## src/hdl/calc_pkg.sv

```systemverilog
`default_nettype none

package calc_pkg;

    // Datapath widths
    localparam int OPERAND_W  = 16;               // Operand and result width
    localparam int PRODUCT_W  = 2 * OPERAND_W;    // Full multiply width
    localparam int MUL_CYCLES = 16;               // Shift-add iterations
    localparam int MUL_CNT_W  = $clog2(MUL_CYCLES); // Iteration counter width
    localparam int DIGIT_MAX  = 9;                // Largest decimal key code

    typedef logic [OPERAND_W-1:0] operand_t;      // Operand or displayed result
    typedef logic [PRODUCT_W-1:0] product_t;      // Multiply accumulator
    typedef logic [MUL_CNT_W-1:0] mul_cnt_t;      // Multiply step count
    typedef logic [3:0]           digit_t;        // Raw keypad code

    // Operator keys
    typedef enum logic [1:0] {
        op_add = 2'b00,                           // a + b
        op_sub = 2'b01,                           // a - b
        op_mul = 2'b10                            // a * b
    } calc_op_e;

    // Keypad entry FSM
    typedef enum logic [2:0] {
        st_first  = 3'b000,                       // Typing first operand
        st_second = 3'b001,                       // Typing second operand
        st_issue  = 3'b010,                       // Start pulse to execute
        st_wait   = 3'b011                        // Waiting for result
    } entry_state_e;

endpackage

`default_nettype wire
```

## src/hdl/calc_req_if.sv

```systemverilog
`default_nettype none

// One calculation request from keypad entry to the execute stage
interface calc_req_if;

    logic                 start;                  // One-cycle issue pulse
    calc_pkg::calc_op_e   op;                     // Operator to apply
    calc_pkg::operand_t   a;                      // Left operand
    calc_pkg::operand_t   b;                      // Right operand
    logic                 busy;                   // Execute stage occupied

    modport source (
        output start, op, a, b,
        input  busy
    );

    modport sink (
        input  start, op, a, b,
        output busy
    );

endinterface

`default_nettype wire

```

## src/hdl/calc_top.sv

```systemverilog
`default_nettype none

module calc_top (
    input  logic                clk,              // System clock
    input  logic                reset,            // Async reset, active high
    input  logic                key_strobe,       // Digit key pressed
    input  calc_pkg::digit_t    key_digit,        // Digit key code
    input  logic                op_strobe,        // Operator key pressed
    input  calc_pkg::calc_op_e  op_code,          // Operator key code
    input  logic                equal_strobe,     // Equal key pressed
    output calc_pkg::operand_t  display_value,    // Last result
    output logic                complete,         // Result just landed
    output logic                overflow,         // Last result overflowed
    output logic                busy              // Calculation in progress
);

    calc_req_if          req ();                  // Entry to execute request
    logic                done;
    calc_pkg::operand_t  value;
    logic                ovf;

    digit_entry u_entry (
        .clk          (clk),
        .reset        (reset),
        .key_strobe   (key_strobe),
        .key_digit    (key_digit),
        .op_strobe    (op_strobe),
        .op_code      (op_code),
        .equal_strobe (equal_strobe),
        .result_done  (done),                     // Returns FSM to st_first
        .req          (req.source)
    );

    arith_unit u_arith (
        .clk   (clk),
        .reset (reset),
        .req   (req.sink),
        .done  (done),
        .value (value),
        .ovf   (ovf)
    );

    result_hold u_result (
        .clk           (clk),
        .reset         (reset),
        .done          (done),
        .value         (value),
        .ovf           (ovf),
        .display_value (display_value),
        .complete      (complete),
        .overflow      (overflow)
    );

    assign busy = req.busy;

endmodule

`default_nettype wire

```

## src/hdl/result_hold.sv

```systemverilog
`default_nettype none

module result_hold (
    input  logic                clk,              // System clock
    input  logic                reset,            // Async reset, active high
    input  logic                done,             // Result strobe from execute
    input  calc_pkg::operand_t  value,            // Result value
    input  logic                ovf,              // Result overflow
    output calc_pkg::operand_t  display_value,    // Shown on the display
    output logic                complete,         // One cycle after done
    output logic                overflow          // Overflow of last result
);

    // Display keeps the last answer while the next number is typed
    always_ff @(posedge clk or posedge reset) begin
        if (reset) begin
            display_value <= '0;
            complete      <= 1'b0;
            overflow      <= 1'b0;
        end else begin
            complete <= done;                     // Delayed copy of done
            if (done) begin
                display_value <= value;
                overflow      <= ovf;             // Replaced by each result
            end
        end
    end

endmodule

`default_nettype wire

```

## src/hdl/arith_unit.sv

```systemverilog
`default_nettype none

module arith_unit (
    input  logic                clk,              // System clock
    input  logic                reset,            // Async reset, active high
    calc_req_if.sink            req,              // Request from entry
    output logic                done,             // One-cycle result strobe
    output calc_pkg::operand_t  value,            // Result, modulo 2^16
    output logic                ovf               // Carry, borrow or big product
);

    logic [calc_pkg::OPERAND_W:0] addsub_res;     // Extra bit is carry or borrow
    calc_pkg::product_t           mul_acc;        // Running partial sum
    calc_pkg::product_t           mul_mcand;      // Multiplicand, shifts left
    calc_pkg::operand_t           mul_mplier;     // Multiplier, shifts right
    calc_pkg::mul_cnt_t           mul_cnt;        // Steps already taken
    logic                         mul_run;        // Multiply in progress
    logic                         busy_r;
    logic                         last_step;      // Final shift-add this cycle
    calc_pkg::product_t           acc_in;
    calc_pkg::product_t           mcand_in;
    calc_pkg::operand_t           mplier_in;
    calc_pkg::product_t           acc_next;

    // Borrow shows as bit 16 when b > a
    always_comb begin
        if (req.op == calc_pkg::op_sub) begin
            addsub_res = {1'b0, req.a} - {1'b0, req.b};
        end else begin
            addsub_res = {1'b0, req.a} + {1'b0, req.b};
        end
    end

    // First step runs straight off the request in the start cycle
    assign acc_in    = req.start ? '0 : mul_acc;
    assign mcand_in  = req.start ? calc_pkg::product_t'(req.a) : mul_mcand;
    assign mplier_in = req.start ? req.b : mul_mplier;
    assign acc_next  = acc_in + (mplier_in[0] ? mcand_in : '0);
    assign last_step = mul_run && (mul_cnt == calc_pkg::mul_cnt_t'(calc_pkg::MUL_CYCLES - 1));

    // Control state
    always_ff @(posedge clk or posedge reset) begin
        if (reset) begin
            done    <= 1'b0;
            busy_r  <= 1'b0;
            mul_run <= 1'b0;
            mul_cnt <= '0;
        end else begin
            done <= 1'b0;                         // Pulse by default
            if (req.start) begin
                busy_r <= 1'b1;
                if (req.op == calc_pkg::op_mul) begin
                    mul_run <= 1'b1;
                    mul_cnt <= calc_pkg::mul_cnt_t'(1);
                end else begin
                    done <= 1'b1;                 // Add and sub in one cycle
                end
            end else begin
                if (done) begin
                    busy_r <= 1'b0;               // Drops the cycle after done
                end
                if (mul_run) begin
                    mul_cnt <= mul_cnt + calc_pkg::mul_cnt_t'(1);
                    if (last_step) begin
                        mul_run <= 1'b0;
                        done    <= 1'b1;
                    end
                end
            end
        end
    end

    // Datapath
    always_ff @(posedge clk) begin
        if (req.start || mul_run) begin
            mul_acc    <= acc_next;
            mul_mcand  <= mcand_in << 1;
            mul_mplier <= mplier_in >> 1;
        end
        if (req.start && (req.op != calc_pkg::op_mul)) begin
            value <= addsub_res[calc_pkg::OPERAND_W-1:0];
            ovf   <= addsub_res[calc_pkg::OPERAND_W];
        end else if (last_step) begin
            value <= acc_next[calc_pkg::OPERAND_W-1:0];
            ovf   <= |acc_next[calc_pkg::PRODUCT_W-1:calc_pkg::OPERAND_W];
        end
    end

    assign req.busy = busy_r;

    a_done_pulse: assert property (
        @(posedge clk) disable iff (reset)
        done |=> !done
    );

    // Entry must hold off until the previous result is out
    a_no_start_when_busy: assert property (
        @(posedge clk) disable iff (reset)
        req.start |-> !req.busy && !mul_run
    );

endmodule

`default_nettype wire

```

## src/hdl/digit_entry.sv

```systemverilog
`default_nettype none

module digit_entry (
    input  logic                clk,              // System clock
    input  logic                reset,            // Async reset, active high
    input  logic                key_strobe,       // Digit key pressed this cycle
    input  calc_pkg::digit_t    key_digit,        // Code of the pressed key
    input  logic                op_strobe,        // Operator key pressed
    input  calc_pkg::calc_op_e  op_code,          // Which operator
    input  logic                equal_strobe,     // Equal key pressed
    input  logic                result_done,      // Execute finished
    calc_req_if.source          req               // Request to execute
);

    calc_pkg::entry_state_e state, next_state;
    calc_pkg::operand_t     opnd_a;               // First operand being typed
    calc_pkg::operand_t     opnd_b;               // Second operand being typed
    calc_pkg::calc_op_e     op_r;                 // Latched operator
    logic                   digit_ok;             // Strobed key is a decimal digit

    // Shift in one decimal digit, wraps at 2^16
    function automatic calc_pkg::operand_t append_digit(
        input calc_pkg::operand_t value,
        input calc_pkg::digit_t   digit
    );
        calc_pkg::operand_t ext;
        ext = {{(calc_pkg::OPERAND_W - $bits(calc_pkg::digit_t)){1'b0}}, digit};
        return (value << 3) + (value << 1) + ext; // x*8 + x*2 + d
    endfunction

    // Strobe marks the key, so 0 is a real digit
    assign digit_ok = key_strobe && (key_digit <= calc_pkg::DIGIT_MAX);

    always_ff @(posedge clk or posedge reset) begin
        if (reset) begin
            state <= calc_pkg::st_first;
        end else begin
            state <= next_state;
        end
    end

    always_comb begin
        next_state = state;                       // Hold by default
        case (state)
            calc_pkg::st_first: begin
                if (!digit_ok && op_strobe) begin // Digit wins a tie
                    next_state = calc_pkg::st_second;
                end
            end
            calc_pkg::st_second: begin
                if (!digit_ok && equal_strobe) begin
                    next_state = calc_pkg::st_issue;
                end
            end
            calc_pkg::st_issue: begin
                next_state = calc_pkg::st_wait;   // Start lasts one cycle
            end
            calc_pkg::st_wait: begin
                if (result_done) begin
                    next_state = calc_pkg::st_first;
                end
            end
            default: begin
                next_state = calc_pkg::st_first;
            end
        endcase
    end

    // Operand and operator registers
    always_ff @(posedge clk or posedge reset) begin
        if (reset) begin
            opnd_a <= '0;
            opnd_b <= '0;
            op_r   <= calc_pkg::op_add;
        end else begin
            case (state)
                calc_pkg::st_first: begin
                    if (digit_ok) begin
                        opnd_a <= append_digit(opnd_a, key_digit);
                    end else if (op_strobe) begin
                        op_r <= op_code;          // Only one operator per calc
                    end
                end
                calc_pkg::st_second: begin
                    if (digit_ok) begin
                        opnd_b <= append_digit(opnd_b, key_digit);
                    end
                end
                calc_pkg::st_issue: begin
                    opnd_a <= '0;                 // Sink has sampled them by now
                    opnd_b <= '0;
                end
                default: begin
                end
            endcase
        end
    end

    // Keys in st_issue and st_wait are simply dropped
    assign req.start = (state == calc_pkg::st_issue);
    assign req.op    = op_r;
    assign req.a     = opnd_a;
    assign req.b     = opnd_b;

    // Execute is only busy while entry waits, so start can never collide
    a_busy_only_in_wait: assert property (
        @(posedge clk) disable iff (reset)
        req.busy |-> (state == calc_pkg::st_wait)
    );

endmodule

`default_nettype wire

```

## config.mk

```make
export PLATFORM = sky130hd
export DESIGN_NAME = calc_top
export DESIGN_NICKNAME = d
export VERILOG_FILES = /design/src/hdl/calc_pkg.sv /design/src/hdl/calc_req_if.sv /design/src/hdl/calc_top.sv /design/src/hdl/result_hold.sv /design/src/hdl/arith_unit.sv /design/src/hdl/digit_entry.sv
export SDC_FILE = /design/constraint.sdc
export NUM_CORES = 1
export LEC_CHECK = 0
export BUFFER_PORTS_ARGS = -buffer_cell sky130_fd_sc_hd__buf_2
export CORE_ASPECT_RATIO = 0.8
export CORE_MARGIN = 2
export CORE_UTILIZATION = 58
export CTS_CLUSTER_DIAMETER = 50
export CTS_CLUSTER_SIZE = 20
export DETAILED_ROUTE_END_ITERATION = 12
export PLACE_DENSITY_LB_ADDON = 0.15
export SYNTH_ARGS = -nofsm -noshare
export SYNTH_HDL_FRONTEND = slang
export SYNTH_HIERARCHICAL = 1
export SYNTH_SLANG_ARGS = --single-unit
```

## constraint.sdc

```tcl
create_clock -name clk -period 5 [get_ports clk]
set_input_delay 1 -clock clk [delete_from_list [all_inputs] [get_ports clk]]
set_output_delay 1 -clock clk [all_outputs]
set_load 0.01 [all_outputs]
```

### Word level (Yosys, flattened, before mapping)

Index checks and enable logic that the tools add are counted.

| storage, ports and cells | value |
|---|---|
| bits of input ports | 11 |
| register bits after elaboration | 157 |
| word-level logic and storage cells | 89 |
| output and inout port bits | 19 |

| operators by class | value |
|---|---|
| add/sub/neg operators | 8 |
| bitwise operators | 1 |
| reduce and logical (&&, ||, !) cells | 19 |
| $lt $le $gt $ge | 1 |
| equality and inequality tests | 13 |
| mux-type cells | 30 |

Operators by type and width:

| kind | number |
|---|---|
| 32-bit 2-to-1 mux | 3 |
| 16-bit 2-to-1 mux | 4 |
| 16-bit one-hot mux with 2 select lines | 2 |
| 16-bit adder | 2 |
| 16-bit by 4-bit adder with 16-bit output | 2 |
| 32-bit adder | 1 |
| 16-bit by 16-bit adder with 17-bit output | 1 |
| 17-bit 2-to-1 mux | 1 |
| 16-bit by 16-bit subtractor with 17-bit output | 1 |
| 16-bit OR reduction | 1 |
| 15-bit 2-to-1 mux | 1 |
| 1-bit 2-to-1 mux | 12 |
| 4-bit 2-to-1 mux | 3 |
| 3-bit one-hot mux with 4 select lines | 1 |
| 2-bit by 1-bit inequality test with 1-bit output, second input constant | 5 |
| 2-bit nonzero test | 5 |
| 3-bit 2-to-1 mux | 3 |
| 3-bit by 2-bit == test with 1-bit output, second input constant | 2 |
| 2-bit AND reduction | 3 |
| 3-bit AND reduction | 2 |
| 1-bit logical AND | 5 |
| 4-bit by 1-bit adder with 4-bit output, second input constant | 1 |
| 4-bit == test, second input constant | 1 |
| 4-bit <= comparator, second input constant | 1 |
| other kinds (8) | 9 |

### Longest topological paths before layout

Gate-level depths: netlist of run 1.

| logic depth | value |
|---|---|
| depth in word-level cells | 7 |
| depth in mapped cells | 19 |
| depth with buffers taken out | 16 |

### Cells and area by module

The synthesis of run 1 kept the hierarchy.

Modules (own cells, without submodules):

| module | cells each | times used | seq. area each (um2) | area an instance (um2) |
|---|---|---|---|---|
| arith_unit | 665 | 1 | 3027.9 | 6859.1 |
| digit_entry | 310 | 1 | 900.9 | 3100.5 |
| result_hold | 38 | 1 | 450.4 | 714.4 |

### Worst setup path after synthesis of run 1

OpenSTA, ideal clock, no wires.

| timing path | value |
|---|---|
| path type | register to register |
| from | register u_entry.state[0] |
| to | register u_arith.ovf, data pin |
| library setup time | 261 ps |
| data arrival time | 4928 ps |
| setup slack | -189 ps |
| stages on the path, launching flop included | 18 |
| path buffers | 3 |
| cells stage by stage | dfrtp_1 inv_1 ha_1 clkbuf_1 clkbuf_1 buf_1 mux2i_1 nor2_1 ha_1 a211o_1 o21a_1 o211a_1 o21a_1 or4_4 a222oi_1 nand4b_1 or4_1 o32a_1 |

| on the way | value |
|---|---|
| longest elaborated chain between the ends | 7 |
| elaborated cells between the ends (all ways) | 10 |
| those cells by class | add/sub: 1; eq/ne: 1; mux: 6; reduce/logical: 2 |

RTL lines:

| element | RTL line | source |
|---|---|---|
| start, declared | digit_entry.sv:15 | `calc_pkg::entry_state_e state, next_state;` |
| start signal, assigned | digit_entry.sv:36 | `state <= calc_pkg::st_first;` |
| start signal, assigned | digit_entry.sv:38 | `state <= next_state;` |
| 3-bit by 2-bit == test with 1-bit output * | digit_entry.sv:100 | `assign req.start = (state == calc_pkg::st_issue);` |
| net req.start | calc_req_if.sv:6 | `logic start;` |
| 32-bit 2-to-1 mux or 15-bit 2-to-1 mux (tied branches) | arith_unit.sv:36, arith_unit.sv:37 |  |
| 32-bit 2-to-1 mux | arith_unit.sv:38 | `assign acc_next = acc_in + (mplier_in[0] ? mcand_in : '0);` |
| 32-bit adder | arith_unit.sv:38 |  |
| 16-bit OR reduction | arith_unit.sv:85 | `ovf <= \|acc_next[calc_pkg::PRODUCT_W-1:calc_pkg::OPERAND_W];` |
| 1-bit 2-to-1 mux | arith_unit.sv:83 | `end else if (last_step) begin` |
| 1-bit 2-to-1 mux * | arith_unit.sv:80 | `if (req.start && (req.op != calc_pkg::op_mul)) begin` |
| end signal, assigned | arith_unit.sv:82 | `ovf <= addsub_res[calc_pkg::OPERAND_W];` |
| end signal, assigned | arith_unit.sv:85 |  |
| end, declared | arith_unit.sv:9 | `output logic ovf` |

The timed path passes the listed nets; every way through them passes the cells marked *. The select of a mux whose other input is x is not followed.
A chain may end at the register's enable or synchronous reset.

### Worst setup path in the final report of run 1

Ends and elaborated chain as after synthesis.

==> results of run 1 <==
[state kept, by name (all words and copies together) (netlist names)]
signal,count
u_entry/req.a,16
u_arith/mul_acc,32
u_entry/state,2
u_entry/req.op,2
u_arith/value,16
u_result/overflow,1
u_arith/mul_run,1
u_result/display_value,16
u_arith/done,1
u_arith/mul_cnt,4
u_arith/req.busy,1
u_arith/mul_mcand,31
u_arith/ovf,1
u_arith/mul_mplier,15
u_result/complete,1
u_entry/req.b,16
[placed cells by master (no fill, tap or decap), types with 17 or more instances in the layout]
cell type / count
sky130_fd_sc_hd__a21o_1: 23
sky130_fd_sc_hd__dfrtp_1: 61
sky130_fd_sc_hd__inv_1: 54
sky130_fd_sc_hd__mux2_2: 30
sky130_fd_sc_hd__ha_1: 104
sky130_fd_sc_hd__nor2_1: 51
sky130_fd_sc_hd__edfxtp_1: 95
sky130_fd_sc_hd__a21oi_1: 72
sky130_fd_sc_hd__o21ai_0: 41
sky130_fd_sc_hd__a22o_1: 22
sky130_fd_sc_hd__nand2_1: 56
sky130_fd_sc_hd__clkbuf_16: 17
sky130_fd_sc_hd__nor2b_1: 62
sky130_fd_sc_hd__nand3_1: 18
sky130_fd_sc_hd__xnor2_1: 41
sky130_fd_sc_hd__buf_2: 29
sky130_fd_sc_hd__and2_1: 25
sky130_fd_sc_hd__xor2_1: 29
[layer usage]
layer  share of wire [%]  track usage (%)  wire [um]  up-vias
met4                0.78             5.02        180        0
met3                 5.3             4.54       1230       16
met5                   0                0          0        -
met2                  42             36.3       9870      206
li1                    -                -          -     3790
met1                  51             38.8      11900     3670
[cell type report]
cell class | count | share of cell area (%)
Multi-Input combinational cell | 775 | 51.3
Timing Repair Buffer | 46 | 2.43
Clock buffer | 18 | 3.67
Inverter | 54 | 1.74
Sequential cell | 156 | 37.5
Clock inverter | 14 | 0.911
Tap cell | 230 | 2.46
[cell families after synthesis]
kind of cell             after synthesis  share of synthesized area [%]
multiplexers                          54                           5.88
XOR/XNOR                              70                           5.74
AO/OA/AOI/OAI                        259                           16.9
buffers and inverters                 82                           3.16
adder cells (fa/ha/maj)              111                           13.4
AND/OR/NAND/NOR                      281                           13.8
flip-flops                           156                           41.0
[path summary, 6_finish.rpt]
| check | start | end | slack (ns) |
|---|---|---|---|
| min in group asynchronous | reset | u_arith/req.busy | 0.52 |
| worst min register to register | u_arith/value[14] | u_result/display_value[14] | 0.47 |
| worst max register to register | u_entry/state[0] | u_arith/ovf | 0.17 |
| max in group asynchronous | reset | u_result/display_value[9] | 3.91 |
| worst max-delay path | u_entry/state[0] | u_arith/ovf | 0.17 |
| worst min-delay path | u_arith/value[14] | u_result/display_value[14] | 0.47 |
[what timing repair did]
item                                    CTS  global route
resized for setup                         0             5
endpoints found under the setup margin    0             1
setup buffers                             0             2
[through the flow]
step / worst slack, ns / hold slack, ns / setup TNS [ns] / area, um^2 / cells
after global placement: 0.234 / 0.458 / 0 / 11100 / 1258
after floorplan: 0.0706 / 0.409 / 0 / 10700 / 1013
final: 0.174 / 0.469 / 0 / 11700 / 1293
after detailed placement: 0.169 / 0.466 / 0 / 11100 / 1258
after CTS: 0.154 / 0.468 / 0 / 11600 / 1290
after global routing: -0.00774 / 0.474 / -0.00774 / 11700 / 1293
==> flow_summary_export.csv, run 1 <==
group,metric,value,unit
logic_synthesis,yosysSeqAreaShare,41.0,%
place,placement.io_buffers,29,
worst_setup_path,crit_path_top_delay_cell,"sky130_fd_sc_hd__or4_4",
floorplan,coreArea,18100,um^2
worst_setup_path,timing.critical_path.fanout_max,9,
flow_run,cap_violations,0,
worst_setup_path,crit_path_cell_trace,"inv_1 > ha_4 > nor2b_1 > a21oi_2 > clkdlybuf4s15_2 > nor2_1 > ha_1 > a2111o_1 > o211a_1 > o21a_1 > or4_4 > a222oi_1 > nand4b_1 > or4_1 > o32a_1",
logic_synthesis,yosys.cell_types.count,77,
logic_synthesis,synth_top_cell_by_area,"sky130_fd_sc_hd__edfxtp_1",
worst_setup_path,reg2reg_depth,15,
logic_synthesis,postSynthNetCount,1135,
logic_synthesis,synth-warning-count,6,
min_path,worst_hold_path.num_cells,1,
logic_synthesis,synthesis.area,10700,um^2
sta,largest_clock_skew_in_the_final_design,0.0117,ns
routing,finalWirelength,23200,um
final_layout,drive_above_1_share,13.5,%
worst_setup_path,cp-end-kind,"flop",
final_layout,area.sequential,4380,um^2
clocking,cell_at_the_root_of_the_clock_tree,"sky130_fd_sc_hd__clkbuf_16",
global_route,global_route.overflow_total,0,
place,gp_congestion,0.946,
floorplan,die_h,125,um
clocking,cts_buffers,17,
clocking,clock-sinks,156,
logic_synthesis,post_synth.cell_area_avg,10.5,um^2
global_route,grt_pass1_vias,7347,
logic_synthesis,yosysMostFrequentCell,"sky130_fd_sc_hd__ha_1",
logic_synthesis,synthArstFlopShare,39.1,%
floorplan,die_w,156,um
final_layout,antenna_cells,0,
worst_setup_path,timing.critical_path.slowest_cell_delay,0.49,ns
clocking,h-tree-depth,4,
routing,routed_via_density,5.94,
worst_setup_path,worstSetupPathType,"flop to flop",
logic_synthesis,synth_top_flop_cell,"sky130_fd_sc_hd__edfxtp_1",
logic_synthesis,synthTopCellsByArea,"sky130_fd_sc_hd__edfxtp_1 (27%), sky130_fd_sc_hd__dfrtp_1 (14%), sky130_fd_sc_hd__ha_1 (12%), sky130_fd_sc_hd__nor2b_1 (3.7%), sky130_fd_sc_hd__a21oi_1 (3.4%)",
sta,timing_max_transition_violations_final,0,
final_layout,area_of_combinational_cells_with_multiple_inputs,5990,um^2
floorplan,num_io_pins,30,
logic_synthesis,yosys-top-cells-count,"sky130_fd_sc_hd__ha_1 (105), sky130_fd_sc_hd__edfxtp_1 (95), sky130_fd_sc_hd__a21oi_1 (73), sky130_fd_sc_hd__nor2b_1 (63), sky130_fd_sc_hd__dfrtp_1 (61)",
routing,dr_total_vias,7682,
final_layout,fill_cells,1423,
worst_setup_path,cp_num_cells,15,
logic_synthesis,post_synth_inst_count,1013,
sta,setup_viol_count_final,0,
final_layout,nets,1172,
routing,drt-pass1-iter-count,5,
worst_setup_path,worst_setup_path_start_kind,"flop",
routing,first_iter_violations,591,
worst_setup_path,crit_path_leading_delay_family,"compound AO/OA/AOI/OAI gates",
clocking,clock_latency,0.43,ns
place,dp.final_hpwl,17200,um
global_route,globalRouteTotalUtil,24.9,%
clocking,tritoncts,"done",
sta,fmax,207,MHz
final_layout,areaGrowthSynthToFinish,9.42,%
sta,fin_crit_sh,96.5,%
global_route,grt_antenna_before_repair,0,
final_layout,utilization,64.5,%
sta,timing.max_slew.rel_slack,24.8,%
sta,timing.final.hold_violations,0,
routing,route.detailed.drc,0,
outcome,outcome,"complete, no violations",
worst_setup_path,wp_buf_inv,2,
worst_setup_path,crit_required,5.18,ns
clocking,postCtsHoldBufs,0,
logic_synthesis,yosys.area.top_type_share,26.7,%
clocking,clk_transition_reported_paths,0.07,ns
floorplan,rows,44,
floorplan,floorplan.die_area,19500,um^2
floorplan,initial_core_util,58.9,%
global_route,pin_count_of_the_biggest_net_entering_global_routing,51,
sta,min_tclk_post_route,4.83,ns
routing,drt-wirelength-per-cell,18.0,um
global_route,wire_length_of_the_first_global_routing_pass,38500,um
min_path,holdCritPathClass,"flop to flop",
logic_synthesis,yosys_register_bits,156,
routing,ant_nets,0,
logic_synthesis,synth_edf_count,95,
sta,worst_slew_pin_slew,1.12,ns
worst_setup_path,worst-endpoint-arrival,5.00,ns
clocking,maximum_buffer_depth_of_the_clock_tree,2,
Power of run 1 is left out: the tool's default activity adds up to more than one toggle a clock period on the data nets, which glitch-free logic cannot reach.
==> run 2, diff against run 1 <==
MAX_ROUTING_LAYER = met4   (was unset)
==> flow_summary_export.csv, run 2 (synthesized netlist as in run 1, its figures left out) <==
group,metric,value,unit
clocking,cell_at_the_root_of_the_clock_tree,"sky130_fd_sc_hd__clkbuf_16",
final_layout,number_of_flip_flops_under_the_largest_register_name,32,
outcome,outcome,"complete, no violations",
worst_setup_path,crit_required,5.19,ns
routing,route.detailed.drc,0,
floorplan,die_h,125,um
final_layout,area.sequential,4380,um^2
routing,routed_via_density,6.04,
sta,fmax,209,MHz
sta,fin_crit_sh,95.7,%
global_route,pin_count_of_the_biggest_net_entering_global_routing,53,
final_layout,most-common-layout-cells,"sky130_fd_sc_hd__ha_1 (104), sky130_fd_sc_hd__edfxtp_1 (95), sky130_fd_sc_hd__a21oi_1 (71)",
final_layout,drive_above_1_share,13.8,%
floorplan,die_w,156,um
min_path,holdCritPathClass,"flop to flop",
final_layout,reg_top3,"u_arith/mul_acc (32), u_arith/mul_mcand (31)",
final_layout,max_flop_register,"u_arith/mul_acc",
flow_run,cap_violations,0,
clocking,clock_latency,0.44,ns
worst_setup_path,worst-endpoint-arrival,4.97,ns
clocking,clk_transition_reported_paths,0.07,ns
final_layout,fin_area,11700,um^2
routing,dr_total_vias,7792,
routing,ant_nets,0,
clocking,cts_buffers,17,
routing,first_iter_violations,592,
sta,setup_viol_count_final,0,
global_route,grt_pass1_vias,7303,
worst_setup_path,reg2reg_depth,15,
sta,rsz0062_at_grt,"no",
place,placed_cell_area,11100,um^2
global_route,globalRouteTotalUtil,25.8,%
sta,timing.max_slew.rel_slack,33.3,%
final_layout,antenna_cells,0,
worst_setup_path,r2r_start,"u_entry/state[0]",
sta,min_tclk_post_route,4.78,ns
sta,timing_max_transition_violations_final,0,
clocking,h-tree-depth,4,
worst_setup_path,worst_setup_path_start_kind,"flop",
place,dp.final_hpwl,17100,um
global_route,global_route.overflow_total,0,
final_layout,area_of_combinational_cells_with_multiple_inputs,5990,um^2
floorplan,num_io_pins,30,
clocking,postCtsHoldBufs,0,
min_path,hold-path-endpoint,"u_result/display_value[2]",
worst_setup_path,ff2ff_setup_slack,0.22,ns
place,placement.io_buffers,29,
worst_setup_path,timing.critical_path.fanout_max,8,
worst_setup_path,cp-end-kind,"flop",
global_route,wire_length_of_the_first_global_routing_pass,38400,um
worst_setup_path,timing.critical_path.slowest_cell_delay,0.49,ns
final_layout,nets,1170,
place,gp_congestion,0.933,
min_path,worstHoldStart,"u_arith/value[2]",
min_path,worst_hold_path.num_cells,1,
sta,worst_slew_pin_slew,0.998,ns
global_route,grt_antenna_before_repair,0,
final_layout,fill_cells,1467,
worst_setup_path,crit_path_cell_trace,"inv_1 > ha_4 > mux2_2 > nor2b_2 > fa_1 > a211o_1 > a21oi_1 > a211o_1 > a31oi_2 > a2111o_1 > a21o_1 > a32oi_1 > nand4b_1 > or4_1 > o32a_1",
clocking,clock-sinks,156,
final_layout,layout.cells.most_common,"sky130_fd_sc_hd__ha_1",
worst_setup_path,regToRegEndpoint,"u_arith/ovf",
floorplan,coreArea,18100,um^2
routing,drt-pass1-iter-count,6,
floorplan,initial_core_util,58.9,%
sta,setup_tns,0,ns
sta,timing.final.hold_violations,0,
clocking,maximum_buffer_depth_of_the_clock_tree,2,
sta,largest_clock_skew_in_the_final_design,0.0101,ns
routing,drt-wirelength-per-cell,18.2,um
clocking,tritoncts,"done",
final_layout,areaGrowthSynthToFinish,9.85,%
routing,finalWirelength,23400,um
worst_setup_path,worstSetupPathType,"flop to flop",
floorplan,floorplan.die_area,19500,um^2
floorplan,rows,44,
worst_setup_path,crit_path_top_delay_cell,"sky130_fd_sc_hd__or4_1",
worst_setup_path,worst_path_most_repeated_cell,"sky130_fd_sc_hd__a211o_1",
==> run 2: cell types whose count changed in the layout (fill, tap and decap cells not counted), sizes merged <==
cell / before / now
clkdlybuf4s15: 1 / 0
clkinvlp: 3 / 2
clkbuf: 18 / 17
buf: 45 / 44
clkinv: 2 / 4
==> run 2: area by class of cell <==
cell class / instances / share of cell area [%]
clock buffers: 17 / 3.63
repair buffers: 44 / 2.44
inverters: 54 / 1.73
flip-flops and latches: 156 / 37.3
multi-input cells: 775 / 51.1
clock inverters: 15 / 1.30
well taps: 230 / 2.45
==> run 2: how the worst max path moves through the flow <==
stage | start | endpoint | slack, ns | cells past startpoint
after CTS | u_entry/state[0] | u_arith/ovf | 0.05 | 16
after floorplan | u_entry/state[0] | u_arith/ovf | 0.07 | 17
after global routing | u_entry/state[0] | u_arith/ovf | 0.005 | 16
after global placement | u_entry/state[0] | u_arith/ovf | 0.20 | 16
final | u_entry/state[0] | u_arith/ovf | 0.22 | 15
after detailed placement | u_entry/state[0] | u_arith/ovf | 0.09 | 16
==> run 2: critical path: cells and delay by family, from the launching register on <==
family / cells / cell delay (ns)
fa+ha+maj: 2 / 0.71
compound gates: 8 / 2.09
buf+inv: 1 / 0.13
flops: 1 / 0.41
simple gates: 3 / 0.81
mux: 1 / 0.37
==> run 2: routing by layer <==
layer	track usage, %	routed length [um]	up-vias
li1	-	-	3794
met2	35.4	9940	230
met3	5.48	1390	22
met5	-	0	-
met4	6.48	276	0
met1	38.7	11800	3746
==> run 2: per-stage QoR <==
stage          std cells  setup slack [ns]  hold WS [ns]  utilization (%)
3_5_place_dp        1258            0.0889         0.465             61.3
4_1_cts             1290            0.0479         0.481             64.5
2_1_floorplan       1013            0.0706         0.409                -
3_3_place_gp        1258             0.199         0.460             61.3
6_report            1291             0.217         0.478             64.7
5_1_grt             1291           0.00485         0.484             64.7
==> run 2: timing repair <==
action | in CTS | in global routing
resized for setup | 0 | 9
setup buffers | 0 | 1
endpoints found under the setup margin | 0 | 1
Power of run 2 is left out for the same reason.
==> run 3, diff against run 2 <==
SYNTH_HIERARCHICAL = unset   (was 1)
==> flow_summary_export.csv, run 3 <==
group,metric,value,unit
global_route,wire_length_of_the_first_global_routing_pass,39100,um
place,placement.io_buffers,29,
sta,largest_clock_skew_in_the_final_design,0.00819,ns
routing,route.layer.met1.wl,12000,um
floorplan,num_io_pins,30,
flow_run,cap_violations,0,
logic_synthesis,post_synth.cell_area_avg,10.4,um^2
logic_synthesis,synth_edf_count,95,
final_layout,reg_top3,"u_arith.mul_acc (32), u_arith.mul_mcand (31)",
global_route,pin_count_of_the_biggest_net_entering_global_routing,56,
worst_setup_path,worstSetupPathType,"flop to flop",
routing,routed_via_density,6.03,
routing,dr.max_layer_used,"met4",
clocking,clock-sinks,156,
logic_synthesis,yosys.area.top_type_share,26.7,%
final_layout,most-common-layout-cells,"sky130_fd_sc_hd__ha_1 (105), sky130_fd_sc_hd__edfxtp_1 (95), sky130_fd_sc_hd__nand2_1 (81)",
place,gp_congestion,0.910,
routing,route.detailed.drc,0,
worst_setup_path,worst-endpoint-arrival,4.84,ns
sta,setup_tns,0,ns
logic_synthesis,yosys.cell_types.count,66,
logic_synthesis,synthArstFlopShare,39.1,%
final_layout,layout.cells.most_common,"sky130_fd_sc_hd__ha_1",
worst_setup_path,cp-end-kind,"flop",
floorplan,rows,44,
sta,min_tclk_post_route,4.68,ns
worst_setup_path,timing.critical_path.slowest_cell_delay,0.46,ns
sta,timing_max_transition_violations_final,0,
clocking,clk_transition_reported_paths,0.07,ns
clocking,postCtsHoldBufs,0,
clocking,cell_at_the_root_of_the_clock_tree,"sky130_fd_sc_hd__clkbuf_16",
global_route,globalRouteTotalUtil,26.3,%
logic_synthesis,synth_top_flop_cell,"sky130_fd_sc_hd__edfxtp_1",
logic_synthesis,synth-warning-count,0,
final_layout,antenna_cells,0,
floorplan,initial_core_util,58.9,%
sta,rsz0062_at_grt,"no",
worst_setup_path,timing.critical_path.fanout_max,24,
routing,first_iter_violations,586,
logic_synthesis,synthesis.area,10700,um^2
clocking,cts_buffers,17,
outcome,outcome,"complete, no violations",
final_layout,drive_above_1_share,14.5,%
clocking,maximum_buffer_depth_of_the_clock_tree,2,
global_route,grt_pass1_vias,7489,
sta,fmax,214,MHz
global_route,grt_antenna_before_repair,0,
final_layout,nets,1182,
clocking,clock_latency,0.44,ns
floorplan,floorplan.die_area,19500,um^2
routing,wl_met2,9940,um
routing,finalWirelength,23600,um
routing,ant_nets,0,
logic_synthesis,yosys_register_bits,156,
floorplan,coreArea,18100,um^2
routing,dr_total_vias,7853,
logic_synthesis,synth_top_cell_by_area,"sky130_fd_sc_hd__edfxtp_1",
sta,worst_slew_pin_slew,1.09,ns
routing,met3WireLength,1430,um
sta,timing.final.hold_violations,0,
logic_synthesis,yosysMostFrequentCell,"sky130_fd_sc_hd__ha_1",
logic_synthesis,yosysSeqAreaShare,41.0,%
floorplan,die_h,125,um
worst_setup_path,crit_required,5.16,ns
sta,fin_crit_sh,93.5,%
place,dp.final_hpwl,17600,um
final_layout,areaGrowthSynthToFinish,9.69,%
routing,drt-wirelength-per-cell,18.1,um
routing,drt-pass1-iter-count,5,
worst_setup_path,crit_path_cell_trace,"inv_1 > ha_2 > buf_4 > mux2_2 > nor2b_1 > fa_1 > a21o_1 > a221o_2 > and3_4 > o21ai_0 > nand3_1 > xor2_1 > or4_1 > nor4_1 > a41oi_1",
floorplan,die_w,156,um
global_route,global_route.overflow_total,0,
sta,setup_viol_count_final,0,
logic_synthesis,synthTopCellsByArea,"sky130_fd_sc_hd__edfxtp_1 (27%), sky130_fd_sc_hd__dfrtp_1 (14%), sky130_fd_sc_hd__ha_1 (12%), sky130_fd_sc_hd__mux2_2 (5.4%), sky130_fd_sc_hd__nor2b_1 (4.1%)",
place,dp_worst_setup_slack,0.260,ns
sta,timing.max_slew.rel_slack,26.8,%
final_layout,max_flop_register,"u_arith.mul_acc",
clocking,h-tree-depth,4,
worst_setup_path,crit_path_top_delay_cell,"sky130_fd_sc_hd__fa_1",
min_path,holdCritPathClass,"flop to flop",
logic_synthesis,postSynthNetCount,1149,
worst_setup_path,worst_setup_path_start_kind,"flop",
final_layout,number_of_flip_flops_under_the_largest_register_name,32,
logic_synthesis,yosys-top-cells-count,"sky130_fd_sc_hd__ha_1 (106), sky130_fd_sc_hd__edfxtp_1 (95), sky130_fd_sc_hd__nand2_1 (81), sky130_fd_sc_hd__nor2b_1 (70), sky130_fd_sc_hd__o21ai_0 (65)",
logic_synthesis,post_synth_inst_count,1026,
clocking,tritoncts,"done",
sta,final.setup.worst_slack,0.324,ns
[run 3: logic make-up (layout without fill, tap and decap cells)]
family | count (synthesis) | in the layout | synth area share, %
AOI/OAI and AO/OA | 242 | 242 | 15.3
xor gates and xnor gates | 67 | 67 | 5.50
adders and majority gates | 112 | 112 | 13.6
buffers and inverters | 71 | 117 | 2.66
DFF | 156 | 156 | 41.0
muxes | 56 | 56 | 5.85
and+or+nand+nor | 322 | 322 | 16.1
[run 3: layer usage]
metal  GRT usage (%)  vias to the layer above
li1                -                     3850
met1            39.1                     3764
met2            36.8                      219
met3            5.72                       20
met4            5.88                        0
met5               -                        -
[run 3: timing repair]
action	CTS	global route
setup endpoints to repair	0	1
resized for setup	0	1
buffers inserted	0	0
[run 3: final cells by class]
class / count / area (um^2)
multi-input combinational: 799 / 6020
clock buffer: 17 / 425
clock inverter: 15 / 171
inverter: 39 / 146
timing repair buffer: 46 / 273
fill: 1445 / 6410
tap: 230 / 288
sequential: 156 / 4380
[run 3: final timing paths]
| path | slack, ns | end | start | cells after the start |
|---|---|---|---|---|
| hold reg to reg | 0.48 | u_result.display_value[9] | u_arith.value[9] | 1 |
| min in group asynchronous | 0.74 | u_result.display_value[3] | reset | 2 |
| hold / removal | 0.48 | u_result.display_value[9] | u_arith.value[9] | 1 |
| setup / recovery | 0.32 | u_arith.ovf | u_entry.state[0] | 15 |
| max in group asynchronous | 3.38 | u_arith.mul_cnt[0] | reset | 3 |
| setup reg to reg | 0.32 | u_arith.ovf | u_entry.state[0] | 15 |
[run 3: metrics by stage]
stage,cells,utilization (%),area (um^2),hold slack [ns]
finish,1302,64.6,11700,0.479
global route,1302,64.6,11700,0.505
CTS,1302,64.6,11700,0.485
detailed placement,1270,61.3,11100,0.468
global placement,1270,61.3,11100,0.457
floorplan,1026,-,10700,0.352
[run 3: worst max-delay path, delay by kind of cell (launching register included)]
family          cells  cell delay (ns)
xor+xnor            1             0.22
buf+inv             2             0.42
mux                 1             0.38
compound gates      4             0.99
flops               1             0.42
simple gates        5             1.30
fa+ha+maj           2             0.67
Power of run 3 is left out for the same reason.
